[src/ohci_pkg.sv]
// OHCI list processing shared definitions
// Frame timing, register map, list types and the descriptor and port bundles
package ohci_pkg;

  // Frame timing, shortened for simulation (hardware uses 12000 cycles)
  localparam int unsigned FrameLen      = 96;
  localparam int unsigned PeriodicStart = 64;  // First cycle of the periodic window
  localparam int unsigned FrameCntWidth = $clog2(FrameLen);

  localparam int unsigned AddrWidth     = 32;
  localparam int unsigned DataWidth     = 32;
  localparam int unsigned EdWords       = 4;   // Words per endpoint descriptor
  localparam int unsigned EdCntWidth    = $clog2(EdWords);
  localparam int unsigned RegAddrWidth  = 4;   // Word offsets
  localparam int unsigned CountWidth    = 16;  // Frame number and served counter
  localparam int unsigned FaWidth       = 7;   // USB function address
  localparam int unsigned EnWidth       = 4;   // USB endpoint number

  // Register map, word offsets
  localparam logic [RegAddrWidth-1:0] RegControl  = 4'd0;  // run [0], ratio [2:1]
  localparam logic [RegAddrWidth-1:0] RegStatus   = 4'd1;  // sof flag [0], write 1 clears
  localparam logic [RegAddrWidth-1:0] RegIntEn    = 4'd2;
  localparam logic [RegAddrWidth-1:0] RegPerHead  = 4'd3;
  localparam logic [RegAddrWidth-1:0] RegCtrlHead = 4'd4;
  localparam logic [RegAddrWidth-1:0] RegBulkHead = 4'd5;
  localparam logic [RegAddrWidth-1:0] RegCtrlCur  = 4'd6;
  localparam logic [RegAddrWidth-1:0] RegBulkCur  = 4'd7;
  localparam logic [RegAddrWidth-1:0] RegFrameNum = 4'd8;
  localparam logic [RegAddrWidth-1:0] RegServed   = 4'd9;

  typedef enum logic [1:0] {
    PERIODIC = 2'b00,
    CONTROL  = 2'b01,
    BULK     = 2'b10
  } channel_e;

  typedef enum logic [1:0] {
    IDLE    = 2'b00,
    FETCH   = 2'b01,
    WAIT_ED = 2'b10
  } ls_state_e;

  typedef struct packed {
    logic                    we;
    logic                    re;
    logic [RegAddrWidth-1:0] addr;
    logic [DataWidth-1:0]    wdata;
  } reg_req_t;

  typedef struct packed {
    logic                 rvalid;
    logic [DataWidth-1:0] rdata;
  } reg_rsp_t;

  typedef struct packed {
    logic                 req;
    logic [AddrWidth-1:0] addr;
  } dma_req_t;

  typedef struct packed {
    logic                 valid;
    logic [DataWidth-1:0] data;
  } dma_rsp_t;

  typedef struct packed {
    logic                 skip;  // K bit, ED is passed over
    logic [FaWidth-1:0]   fa;
    logic [EnWidth-1:0]   en;
    logic [AddrWidth-1:0] tail;  // TD queue tail
    logic [AddrWidth-1:0] head;  // TD queue head
    logic [AddrWidth-1:0] next;  // Next ED, zero ends the list
  } ed_t;

  typedef struct packed {
    logic                 run;
    logic [1:0]           ratio;  // ratio+1 control EDs per bulk ED
    logic [AddrWidth-1:0] per_head;
    logic [AddrWidth-1:0] ctrl_head;
    logic [AddrWidth-1:0] bulk_head;
  } list_cfg_t;

endpackage

[src/ohci_regs.sv]
// OHCI operational registers
// Software read/write port, list heads and currents, frame number and sof interrupt
`timescale 1ns/1ns

module ohci_regs (
  input  logic                           rst_n_i,
  input  logic                           soc_clk_i,
  input  ohci_pkg::reg_req_t             reg_req_i,
  output ohci_pkg::reg_rsp_t             reg_rsp_o,
  output ohci_pkg::list_cfg_t            cfg_o,
  output logic [ohci_pkg::AddrWidth-1:0] ctrl_cur_o,  // Current control ED
  output logic [ohci_pkg::AddrWidth-1:0] bulk_cur_o,  // Current bulk ED
  input  logic                           cur_upd_i,
  input  ohci_pkg::channel_e             cur_chan_i,
  input  logic [ohci_pkg::AddrWidth-1:0] cur_ptr_i,
  input  logic                           served_i,
  input  logic                           sof_i,
  output logic                           intr_o
);
  import ohci_pkg::*;

  logic                  run_q;
  logic [1:0]            ratio_q;
  logic                  sof_flag_q;
  logic                  int_en_q;
  logic [AddrWidth-1:0]  per_head_q, ctrl_head_q, bulk_head_q;
  logic [AddrWidth-1:0]  ctrl_cur_q, bulk_cur_q;
  logic [CountWidth-1:0] frame_num_q, served_q;
  logic                  rvalid_q;
  logic [DataWidth-1:0]  rdata_q, rdata_d;
  logic                  wr;

  assign wr = reg_req_i.we;

  always_ff @(posedge soc_clk_i or negedge rst_n_i) begin
    if (!rst_n_i) begin
      run_q       <= 1'b0;
      ratio_q     <= '0;
      sof_flag_q  <= 1'b0;
      int_en_q    <= 1'b0;
      per_head_q  <= '0;
      ctrl_head_q <= '0;
      bulk_head_q <= '0;
      ctrl_cur_q  <= '0;
      bulk_cur_q  <= '0;
      frame_num_q <= '0;
      served_q    <= '0;
      rvalid_q    <= 1'b0;
    end else begin
      rvalid_q <= reg_req_i.re;  // Answer exactly one cycle later
      if (wr && reg_req_i.addr == RegControl) begin
        run_q   <= reg_req_i.wdata[0];
        ratio_q <= reg_req_i.wdata[2:1];
      end
      if (wr && reg_req_i.addr == RegIntEn) int_en_q <= reg_req_i.wdata[0];
      if (wr && reg_req_i.addr == RegPerHead) per_head_q <= reg_req_i.wdata;
      if (wr && reg_req_i.addr == RegCtrlHead) ctrl_head_q <= reg_req_i.wdata;
      if (wr && reg_req_i.addr == RegBulkHead) bulk_head_q <= reg_req_i.wdata;
      // Hardware walk first, software write overrides it
      if (cur_upd_i && cur_chan_i == CONTROL) ctrl_cur_q <= cur_ptr_i;
      if (cur_upd_i && cur_chan_i == BULK) bulk_cur_q <= cur_ptr_i;
      if (wr && (reg_req_i.addr == RegCtrlHead || reg_req_i.addr == RegCtrlCur)) begin
        ctrl_cur_q <= reg_req_i.wdata;  // New head restarts the list
      end
      if (wr && (reg_req_i.addr == RegBulkHead || reg_req_i.addr == RegBulkCur)) begin
        bulk_cur_q <= reg_req_i.wdata;
      end
      // Set beats a same-cycle write-1 clear
      if (sof_i) sof_flag_q <= 1'b1;
      else if (wr && reg_req_i.addr == RegStatus && reg_req_i.wdata[0]) sof_flag_q <= 1'b0;
      if (sof_i) frame_num_q <= frame_num_q + 1'b1;
      if (served_i) served_q <= served_q + 1'b1;
    end
  end

  always_comb begin
    unique case (reg_req_i.addr)
      RegControl:  rdata_d = DataWidth'({ratio_q, run_q});
      RegStatus:   rdata_d = DataWidth'(sof_flag_q);
      RegIntEn:    rdata_d = DataWidth'(int_en_q);
      RegPerHead:  rdata_d = per_head_q;
      RegCtrlHead: rdata_d = ctrl_head_q;
      RegBulkHead: rdata_d = bulk_head_q;
      RegCtrlCur:  rdata_d = ctrl_cur_q;
      RegBulkCur:  rdata_d = bulk_cur_q;
      RegFrameNum: rdata_d = DataWidth'(frame_num_q);
      RegServed:   rdata_d = DataWidth'(served_q);
      default:     rdata_d = '0;  // Unmapped offsets read zero
    endcase
  end

  always_ff @(posedge soc_clk_i) begin
    if (reg_req_i.re) rdata_q <= rdata_d;
  end

  assign reg_rsp_o.rvalid = rvalid_q;
  assign reg_rsp_o.rdata  = rdata_q;

  assign cfg_o.run       = run_q;
  assign cfg_o.ratio     = ratio_q;
  assign cfg_o.per_head  = per_head_q;
  assign cfg_o.ctrl_head = ctrl_head_q;
  assign cfg_o.bulk_head = bulk_head_q;
  assign ctrl_cur_o      = ctrl_cur_q;
  assign bulk_cur_o      = bulk_cur_q;

  assign intr_o = sof_flag_q & int_en_q;  // Level until software clears the flag

endmodule

[src/ohci_frame_timer.sv]
// OHCI frame timer
// Splits each frame into a nonperiodic then a periodic window, with switch pulses
`timescale 1ns/1ns

module ohci_frame_timer (
  input  logic soc_clk_i,
  input  logic rst_n_i,
  input  logic run_i,       // Controller operational
  output logic periodic_o,  // High during periodic window
  output logic np2p_o,      // One cycle at window rise
  output logic p2np_o,      // One cycle at window fall
  output logic sof_o        // Start of frame
);
  import ohci_pkg::*;

  logic [FrameCntWidth-1:0] cnt_q;
  logic                     periodic_prev_q;
  logic                     frame_end;

  assign frame_end = (cnt_q == FrameCntWidth'(FrameLen - 1));

  // Held at zero while stopped, so a new run starts a fresh frame
  always_ff @(posedge soc_clk_i or negedge rst_n_i) begin
    if (!rst_n_i) begin
      cnt_q <= '0;
    end else if (!run_i) begin
      cnt_q <= '0;
    end else if (frame_end) begin
      cnt_q <= '0;  // Wrap
    end else begin
      cnt_q <= cnt_q + 1'b1;
    end
  end

  assign sof_o      = run_i && (cnt_q == '0);
  assign periodic_o = run_i && (cnt_q >= FrameCntWidth'(PeriodicStart));

  always_ff @(posedge soc_clk_i or negedge rst_n_i) begin
    if (!rst_n_i) begin
      periodic_prev_q <= 1'b0;
    end else begin
      periodic_prev_q <= periodic_o;
    end
  end

  // Edge detect on the window level
  assign np2p_o = periodic_o && !periodic_prev_q;
  assign p2np_o = !periodic_o && periodic_prev_q;  // Lands on sof at wrap

endmodule

[src/ohci_list_service.sv]
// OHCI list service
// Picks the next ED from the periodic, control or bulk list and follows next pointers
`timescale 1ns/1ns

module ohci_list_service (
  input  logic                           soc_clk_i,
  input  logic                           rst_n_i,
  input  ohci_pkg::list_cfg_t            cfg_i,
  input  logic [ohci_pkg::AddrWidth-1:0] ctrl_cur_i,
  input  logic [ohci_pkg::AddrWidth-1:0] bulk_cur_i,
  input  logic                           periodic_i,
  input  logic                           np2p_i,
  input  logic                           p2np_i,
  output logic                           fetch_o,
  output logic [ohci_pkg::AddrWidth-1:0] fetch_addr_o,
  input  logic                           ed_valid_i,
  input  ohci_pkg::ed_t                  ed_i,
  output logic                           cur_upd_o,
  output ohci_pkg::channel_e             cur_chan_o,
  output logic [ohci_pkg::AddrWidth-1:0] cur_ptr_o,
  output logic                           served_o
);
  import ohci_pkg::*;

  ls_state_e            state_q, state_d;
  channel_e             chan_q;      // List of the ED in flight
  channel_e             pick_chan;
  logic [AddrWidth-1:0] per_ptr_q;   // Local periodic walk pointer
  logic                 per_done_q;  // Periodic list finished for this frame
  logic [2:0]           ctrl_cnt_q;  // Control EDs since last bulk
  logic [2:0]           ctrl_cnt;
  logic                 ctrl_ok, bulk_ok;
  logic                 pick_per, pick_ctrl, pick_bulk, pick_any;
  logic                 ed_done;

  assign ctrl_cnt = p2np_i ? 3'd0 : ctrl_cnt_q;  // Each nonperiodic window starts fresh

  // Empty lists are skipped
  assign ctrl_ok   = cfg_i.run && !periodic_i && (ctrl_cur_i != '0);
  assign bulk_ok   = cfg_i.run && !periodic_i && (bulk_cur_i != '0);
  assign pick_per  = cfg_i.run && periodic_i && !per_done_q && (per_ptr_q != '0);
  assign pick_ctrl = ctrl_ok && ((ctrl_cnt <= {1'b0, cfg_i.ratio}) || !bulk_ok);
  assign pick_bulk = bulk_ok && !pick_ctrl;
  assign pick_any  = pick_per || pick_ctrl || pick_bulk;

  always_comb begin
    pick_chan    = BULK;
    fetch_addr_o = bulk_cur_i;
    if (pick_per) begin
      pick_chan    = PERIODIC;
      fetch_addr_o = per_ptr_q;
    end else if (pick_ctrl) begin
      pick_chan    = CONTROL;
      fetch_addr_o = ctrl_cur_i;
    end
  end

  always_comb begin
    state_d = state_q;
    unique case (state_q)
      IDLE:    if (pick_any) state_d = FETCH;
      FETCH:   state_d = pick_any ? WAIT_ED : IDLE;
      WAIT_ED: if (ed_valid_i) state_d = FETCH;  // Finish in-flight ED first
      default: state_d = IDLE;
    endcase
  end

  assign fetch_o = (state_q == FETCH) && pick_any;
  assign ed_done = (state_q == WAIT_ED) && ed_valid_i;

  always_ff @(posedge soc_clk_i or negedge rst_n_i) begin
    if (!rst_n_i) begin
      state_q    <= IDLE;
      chan_q     <= BULK;
      per_ptr_q  <= '0;
      per_done_q <= 1'b1;
      ctrl_cnt_q <= '0;
    end else begin
      state_q <= state_d;
      if (fetch_o) chan_q <= pick_chan;
      if (fetch_o && pick_bulk) begin
        ctrl_cnt_q <= '0;
      end else if (fetch_o && pick_ctrl) begin
        // Control alone when bulk is empty restarts the count
        ctrl_cnt_q <= (ctrl_cnt > {1'b0, cfg_i.ratio}) ? 3'd1 : ctrl_cnt + 3'd1;
      end else if (p2np_i) begin
        ctrl_cnt_q <= '0;
      end
      if (ed_done && chan_q == PERIODIC) begin
        per_ptr_q <= ed_i.next;
        if (ed_i.next == '0) per_done_q <= 1'b1;  // End of periodic list
      end
      if (p2np_i) per_done_q <= 1'b1;  // Window closed, unfinished walk dropped
      if (np2p_i) begin
        per_ptr_q  <= cfg_i.per_head;  // Walk restarts from head every frame
        per_done_q <= 1'b0;
      end
    end
  end

  // Control and bulk currents live in the register block
  assign cur_upd_o  = ed_done && (chan_q != PERIODIC);
  assign cur_chan_o = chan_q;
  always_comb begin
    if (ed_i.next != '0) cur_ptr_o = ed_i.next;
    else if (chan_q == CONTROL) cur_ptr_o = cfg_i.ctrl_head;  // Wrap to head
    else cur_ptr_o = cfg_i.bulk_head;
  end

  assign served_o = ed_done && !ed_i.skip;

endmodule

[src/ohci_ed_unpack.sv]
// OHCI endpoint descriptor fetch
// One memory read per fetch, four words collected and split into ED fields
`timescale 1ns/1ns

module ohci_ed_unpack (
  input  logic                           soc_clk_i,
  input  logic                           rst_n_i,
  input  logic                           fetch_i,
  input  logic [ohci_pkg::AddrWidth-1:0] fetch_addr_i,
  output ohci_pkg::dma_req_t             dma_req_o,
  input  ohci_pkg::dma_rsp_t             dma_rsp_i,
  output logic                           ed_valid_o,
  output ohci_pkg::ed_t                  ed_o
);
  import ohci_pkg::*;

  logic                  req_q;
  logic [AddrWidth-1:0]  addr_q;
  logic                  busy_q;   // Words still outstanding
  logic [EdCntWidth-1:0] cnt_q;    // Next word slot
  logic                  done_q;
  logic                  take;
  logic                  last_word;
  logic [DataWidth-1:0]  words_q [EdWords];

  assign take      = busy_q && dma_rsp_i.valid;  // Stray responses ignored
  assign last_word = take && (cnt_q == EdCntWidth'(EdWords - 1));

  always_ff @(posedge soc_clk_i or negedge rst_n_i) begin
    if (!rst_n_i) begin
      req_q  <= 1'b0;
      busy_q <= 1'b0;
      cnt_q  <= '0;
      done_q <= 1'b0;
    end else begin
      req_q  <= fetch_i;  // Single-cycle request
      done_q <= last_word;
      if (fetch_i) begin
        busy_q <= 1'b1;
        cnt_q  <= '0;
      end else if (take) begin
        cnt_q <= cnt_q + 1'b1;
        if (last_word) busy_q <= 1'b0;
      end
    end
  end

  always_ff @(posedge soc_clk_i) begin
    if (fetch_i) addr_q <= fetch_addr_i;
    if (take) words_q[cnt_q] <= dma_rsp_i.data;  // Words arrive in address order
  end

  assign dma_req_o.req  = req_q;
  assign dma_req_o.addr = addr_q;

  assign ed_valid_o = done_q;

  // Word 0 carries endpoint control
  assign ed_o.fa   = words_q[0][FaWidth-1:0];
  assign ed_o.en   = words_q[0][FaWidth+EnWidth-1:FaWidth];
  assign ed_o.skip = words_q[0][14];

  // Pointers are 16-byte aligned, low bits masked
  assign ed_o.tail = {words_q[1][AddrWidth-1:4], 4'b0000};
  assign ed_o.head = {words_q[2][AddrWidth-1:4], 4'b0000};  // Drops halted/carry
  assign ed_o.next = {words_q[3][AddrWidth-1:4], 4'b0000};

endmodule

[src/ohci_host.sv]
// OHCI host controller list processing top level
// Register block, frame timer, list service and ED fetch on the SoC clock
`timescale 1ns/1ns

module ohci_host (
  input  logic               soc_clk_i,
  input  logic               rst_n_i,
  input  ohci_pkg::reg_req_t reg_req_i,  // Software port
  output ohci_pkg::reg_rsp_t reg_rsp_o,
  output ohci_pkg::dma_req_t dma_req_o,  // Memory read port
  input  ohci_pkg::dma_rsp_t dma_rsp_i,
  output logic               intr_o
);
  import ohci_pkg::*;

  list_cfg_t            cfg;
  logic [AddrWidth-1:0] ctrl_cur, bulk_cur;
  logic                 cur_upd;
  channel_e             cur_chan;
  logic [AddrWidth-1:0] cur_ptr;
  logic                 served;
  logic                 sof;
  logic                 periodic, np2p, p2np;  // Frame window and its edges
  logic                 fetch;
  logic [AddrWidth-1:0] fetch_addr;
  logic                 ed_valid;
  ed_t                  ed;

  ohci_regs u_regs (
    .rst_n_i    ( rst_n_i   ),
    .soc_clk_i  ( soc_clk_i ),
    .reg_req_i  ( reg_req_i ),
    .reg_rsp_o  ( reg_rsp_o ),
    .cfg_o      ( cfg       ),
    .ctrl_cur_o ( ctrl_cur  ),
    .bulk_cur_o ( bulk_cur  ),
    .cur_upd_i  ( cur_upd   ),
    .cur_chan_i ( cur_chan  ),
    .cur_ptr_i  ( cur_ptr   ),
    .served_i   ( served    ),
    .sof_i      ( sof       ),
    .intr_o     ( intr_o    )
  );

  ohci_frame_timer u_frame_timer (
    .soc_clk_i  ( soc_clk_i ),
    .rst_n_i    ( rst_n_i   ),
    .run_i      ( cfg.run   ),
    .periodic_o ( periodic  ),
    .np2p_o     ( np2p      ),
    .p2np_o     ( p2np      ),
    .sof_o      ( sof       )
  );

  ohci_list_service u_list_service (
    .soc_clk_i    ( soc_clk_i  ),
    .rst_n_i      ( rst_n_i    ),
    .cfg_i        ( cfg        ),
    .ctrl_cur_i   ( ctrl_cur   ),
    .bulk_cur_i   ( bulk_cur   ),
    .periodic_i   ( periodic   ),
    .np2p_i       ( np2p       ),
    .p2np_i       ( p2np       ),
    .fetch_o      ( fetch      ),
    .fetch_addr_o ( fetch_addr ),
    .ed_valid_i   ( ed_valid   ),
    .ed_i         ( ed         ),
    .cur_upd_o    ( cur_upd    ),
    .cur_chan_o   ( cur_chan   ),
    .cur_ptr_o    ( cur_ptr    ),
    .served_o     ( served     )
  );

  ohci_ed_unpack u_ed_unpack (
    .soc_clk_i    ( soc_clk_i  ),
    .rst_n_i      ( rst_n_i    ),
    .fetch_i      ( fetch      ),
    .fetch_addr_i ( fetch_addr ),
    .dma_req_o    ( dma_req_o  ),
    .dma_rsp_i    ( dma_rsp_i  ),
    .ed_valid_o   ( ed_valid   ),
    .ed_o         ( ed         )
  );

endmodule

[config.mk]
export PLATFORM = sky130hd
export DESIGN_NAME = ohci_host
export DESIGN_NICKNAME = d
export VERILOG_FILES = /design/src/ohci_pkg.sv /design/src/ohci_regs.sv /design/src/ohci_frame_timer.sv /design/src/ohci_list_service.sv /design/src/ohci_ed_unpack.sv /design/src/ohci_host.sv
export SDC_FILE = /design/constraint.sdc
export NUM_CORES = 1
export LEC_CHECK = 0
export BUFFER_PORTS_ARGS = -buffer_cell sky130_fd_sc_hd__buf_2
export CORE_ASPECT_RATIO = 0.6
export CORE_MARGIN = 1.5
export CORE_UTILIZATION = 59
export DETAILED_ROUTE_END_ITERATION = 6
export GPL_TIMING_DRIVEN = 0
export HOLD_SLACK_MARGIN = 0.12
export PLACE_DENSITY = 0.81
export SYNTH_ARGS = -nofsm -noshare
export SYNTH_HDL_FRONTEND = slang
export SYNTH_SLANG_ARGS = --single-unit
[constraint.sdc]
create_clock -name soc_clk_i -period 4.92 [get_ports soc_clk_i]
set_input_delay 0.492 -clock soc_clk_i [delete_from_list [all_inputs] [get_ports soc_clk_i]]
set_output_delay 0.492 -clock soc_clk_i [all_outputs]
set_load 0.01 [all_outputs]
==> impl_metrics.prom <==
# TYPE chip_impl_metric gauge
chip_impl_info{name="worstReg2RegEnd",value="u_ed_unpack.addr_q[10]"} 1
chip_impl_metric{name="sw_frac_of_total",unit=""} 0.340
chip_impl_metric{name="yosysSeqAreaShare",unit=""} 0.552
chip_impl_info{name="holdCritPathClass",value="input port to flip-flop"} 1
chip_impl_metric{name="maximum_ir_drop_on_the_vdd_rail",unit="V"} 0.000363
chip_impl_metric{name="instance_count_of_the_mapped_netlist",unit=""} 1464
chip_impl_info{name="mostFrequentLayoutCells",value="sky130_fd_sc_hd__dfrtp_1, sky130_fd_sc_hd__buf_2, sky130_fd_sc_hd__nand2_1"} 1
chip_impl_metric{name="timing.clock.skew",unit="ps"} 13.1
chip_impl_info{name="min-delay-start",value="reg_req_i[28]"} 1
chip_impl_metric{name="post_route_cells_drive_above_1_share",unit=""} 0.219
chip_impl_metric{name="power.sequential.fraction",unit=""} 0.473
chip_impl_info{name="worst_setup_path_start_kind",value="flip-flop"} 1
chip_impl_metric{name="initial_utilization",unit=""} 0.598
chip_impl_metric{name="hold_path_depth",unit=""} 3
chip_impl_metric{name="timing.reg2reg.worst_path_depth",unit=""} 10
chip_impl_metric{name="grt_pass1_wl",unit="mm"} 82.1
chip_impl_metric{name="cts_buffer_depth",unit=""} 3
chip_impl_metric{name="grt_start_max_net_pins",unit=""} 113
chip_impl_metric{name="total_power",unit="uW"} 9050
chip_impl_metric{name="timing.final.crit_period",unit="ps"} 3470
chip_impl_metric{name="placer_congestion_estimate",unit=""} 1.04
chip_impl_metric{name="timing.final.hold_violations",unit=""} 0
chip_impl_metric{name="num-fill-cells",unit=""} 2030
chip_impl_metric{name="max_freq",unit="MHz"} 288
chip_impl_metric{name="grt-ovfl-total",unit=""} 0
chip_impl_metric{name="placement_rows",unit=""} 47
chip_impl_metric{name="share_clk_of_total_power",unit=""} 0.285
chip_impl_metric{name="final.setup.tns",unit="ps"} 0
chip_impl_metric{name="cts-buffers-inserted",unit=""} 31
chip_impl_metric{name="leakage",unit="uW"} 0.00786
chip_impl_info{name="run_status",value="complete, no violations"} 1
chip_impl_metric{name="syn_nets",unit=""} 1547
chip_impl_info{name="mostFrequentLayoutCell",value="sky130_fd_sc_hd__dfrtp_1"} 1
chip_impl_metric{name="antenna_left",unit=""} 0
chip_impl_metric{name="io_buffer_count",unit=""} 131
chip_impl_metric{name="drt_first_iter_violations",unit=""} 2253
chip_impl_metric{name="synth-edff-count",unit=""} 93
chip_impl_metric{name="distinct_cell_type_count_of_the_synthesized_netlist",unit=""} 61
chip_impl_metric{name="critical_path_arrival",unit="ps"} 3790
chip_impl_metric{name="grt_use_total",unit=""} 0.384
chip_impl_metric{name="relative_area_change_from_synthesis_to_final_layout",unit="%"} 15.6
chip_impl_metric{name="die_h",unit="um"} 132
chip_impl_info{name="rsz0062_at_grt",value="false"} 1
chip_impl_metric{name="clkSinkCount",unit=""} 344
chip_impl_metric{name="clk_latency",unit="ps"} 590
chip_impl_metric{name="finalSetupViolCount",unit=""} 0
chip_impl_metric{name="ys_ff_latch",unit=""} 344
chip_impl_metric{name="die_area",unit="um^2"} 28900
chip_impl_metric{name="ioPinCount",unit=""} 140
chip_impl_metric{name="finalNetCount",unit=""} 1743
chip_impl_metric{name="total_switching_power",unit="uW"} 3080
chip_impl_metric{name="place_hpwl",unit="mm"} 39.2
chip_impl_metric{name="wl",unit="mm"} 55.4
chip_impl_metric{name="drt-pass1-iter-count",unit=""} 6
chip_impl_metric{name="number_of_pins_with_negative_max_slew_slack_in_the_final_report",unit=""} 0
chip_impl_metric{name="via_per_inst",unit=""} 6.79
chip_impl_metric{name="timing.critical_path.fanout_max",unit=""} 9
chip_impl_metric{name="worst-slew-pin-transition",unit="ps"} 1410
chip_impl_metric{name="reg2reg_setup_slack",unit="ps"} 1450
chip_impl_info{name="crit_type",value="flip-flop to flip-flop"} 1
chip_impl_metric{name="warning_count_from_the_yosys_run",unit=""} 0
chip_impl_info{name="r2r-start",value="u_regs.run_q"} 1
chip_impl_metric{name="timing.critical_path.slowest_cell_delay",unit="ps"} 520
chip_impl_info{name="worstHoldEndpoint",value="u_regs.ctrl_cur_o[28]"} 1
chip_impl_metric{name="critical_path_data_required_time",unit="ps"} 5240
chip_impl_metric{name="postLayoutCoreUtil",unit=""} 0.692
chip_impl_metric{name="dr_total_vias",unit=""} 13900
chip_impl_metric{name="internal-power",unit="uW"} 5970
chip_impl_metric{name="wire_per_inst",unit="um"} 27.0
chip_impl_metric{name="multiInputGateArea",unit="um^2"} 6720
chip_impl_metric{name="postSynthAreaPerCell",unit="um^2"} 11.2
chip_impl_metric{name="final_min_period_over_clock_period",unit=""} 0.706
chip_impl_metric{name="antenna_found_initial",unit=""} 3
chip_impl_metric{name="clock_slew_at_reported_path_ffs",unit="ps"} 70
chip_impl_info{name="dominantRegCellSynth",value="sky130_fd_sc_hd__dfrtp_1"} 1
chip_impl_info{name="crit_slowest_cell",value="sky130_fd_sc_hd__dfrtp_1"} 1
chip_impl_metric{name="via_count_of_the_first_global_routing_pass",unit=""} 13300
chip_impl_info{name="cts_tree",value="built"} 1
chip_impl_metric{name="design.core.area",unit="um^2"} 27500
chip_impl_metric{name="synth_async_sr_flop_share",unit=""} 0.730
chip_impl_info{name="critical_path_capture_point_type",value="flip-flop"} 1
chip_impl_info{name="crit_path_cell_trace",value="nand2_1 -> ha_1 -> inv_1 -> nand2_1 -> ha_1 -> nor3b_1 -> o21ai_0 -> a22o_1 -> nand2_1 -> o221ai_1"} 1
chip_impl_metric{name="synth_area",unit="um^2"} 16400
chip_impl_metric{name="seqCellArea",unit="um^2"} 9080
chip_impl_info{name="ctsRootBufferMaster",value="sky130_fd_sc_hd__clkbuf_16"} 1
chip_impl_metric{name="power_per_cell_area",unit="nW/um^2"} 476
chip_impl_metric{name="drv_cap",unit=""} 0
chip_impl_info{name="cpMostUsedCell",value="sky130_fd_sc_hd__nand2_1"} 1
chip_impl_metric{name="max_slew_margin",unit=""} 0.0575
chip_impl_metric{name="dieWidth",unit="um"} 218
chip_impl_metric{name="htree_levels",unit=""} 1
chip_impl_metric{name="number_of_remaining_drc_errors",unit=""} 0
chip_impl_metric{name="power.combinational.fraction",unit=""} 0.242
-- power groups by stage --
stage	clock network, uW	logic, uW	registers (uW)
global route	2680	2330	4310
detailed placement	0	2100	4270
CTS	2590	2120	4220
floorplan	0	1340	4060
global placement	0	2000	4250
finish	2580	2190	4280
-- cell type report --
class                      count  share of cell area
sequential                   344               0.478
multi-input combinational    978               0.354
timing repair buffer         163              0.0543
clock buffer                  38              0.0438
buffer                        95              0.0247
tap                          367              0.0242
clock inverter                19              0.0119
inverter                      47             0.00929
antenna                        2            0.000264
-- cell usage after synthesis (all sizes together), types with 4 or more instances --
library cell  instances  area [um^2]
dfrtp               249         6230
o21ai               203         1020
nand2               144          541
mux2                137         1540
edfxtp               93         2790
a211oi               56          420
nor2                 55          214
mux2i                53          531
buf                  52          308
inv                  47          176
a22oi                44          335
clkbuf               43          161
a32oi                31          272
nor4                 31          194
a21oi                29          145
nand3                29          150
xnor2                24          210
nand4                20          140
xor2                 11         96.3
and3                 10         62.6
ha                   10          125
a22o                  8         70.1
a31oi                 8         50.1
and2                  8         50.1
nor2b                 8         50.1
nor3b                 8         82.6
nor3                  6         40.0
and4                  5         43.8
nand2b                5         31.3
nand3b                4         30.0
-- per-stage QoR --
stage / worst slack, ps / area (um^2) / std cells / hold slack [ps]
finish: 1450 / 19000 / 2053 / 170
global route: 1310 / 19000 / 2051 / 174
CTS: 1570 / 19000 / 2051 / 158
detailed placement: 1570 / 17600 / 1965 / 421
global placement: -1220 / 17500 / 1962 / 462
floorplan: 1140 / 16400 / 1464 / 196
-- state kept, by name, summed over array words and instances, names as in the netlist, 7 cells and up --
signal and cells:
u_regs.bulk_head_q 32, u_ed_unpack.addr_q 32, u_regs.rdata_q 32, u_regs.frame_num_q 16
u_regs.ctrl_cur_o 32, u_list_service.per_ptr_q 32, u_regs.served_q 16, u_frame_timer.cnt_q 7
u_ed_unpack.words_q 29, u_regs.ctrl_head_q 32, u_regs.bulk_cur_o 32, u_regs.per_head_q 32
-- routing by layer --
layer,up-vias,part of all wire,track usage
met1,6836,0.40,0.570
met5,-,0.00036,0
met3,194,0.16,0.164
li1,5818,-,-
met4,4,0.038,0.128
met2,1096,0.39,0.501
-- worst max-delay path by stage --
stage / from / endpoint
6_report: u_regs.run_q / u_ed_unpack.addr_q[10]
5_1_grt: u_regs.run_q / u_ed_unpack.addr_q[10]
4_1_cts: u_regs.run_q / u_ed_unpack.addr_q[9]
3_5_place_dp: u_regs.run_q / u_ed_unpack.addr_q[10]
3_3_place_gp: rst_n_i / u_ed_unpack.cnt_q[0]
2_1_floorplan: u_regs.run_q / u_ed_unpack.addr_q[0]
-- kinds of logic after synthesis --
kind of cell,after synthesis,share of synthesized area
multiplexers,190,0.126
flip-flops,344,0.552
XOR/XNOR,35,0.0187
AND/OR/NAND/NOR,338,0.102
buffers and inverters,142,0.0393
AO/OA/AOI/OAI,405,0.154
adder cells (fa/ha/maj),10,0.00761
-- timing repair --
action                     4_1_cts  5_1_grt
setup buffers                    0        0
gates resized for setup          0        0
hold endpoints to repair        77        0
setup endpoints to repair        0        0
hold buffers                    29        0
-- worst max-delay path: cells and delay by family, from the launching register on --
| family | cells | cell delay [ps] |
|---|---|---|
| simple gates | 4 | 640 |
| flops | 1 | 520 |
| compound gates | 3 | 1320 |
| buf+inv | 1 | 100 |
| fa+ha+maj | 2 | 600 |
Note: power is estimated with default switching activity, not from simulation.
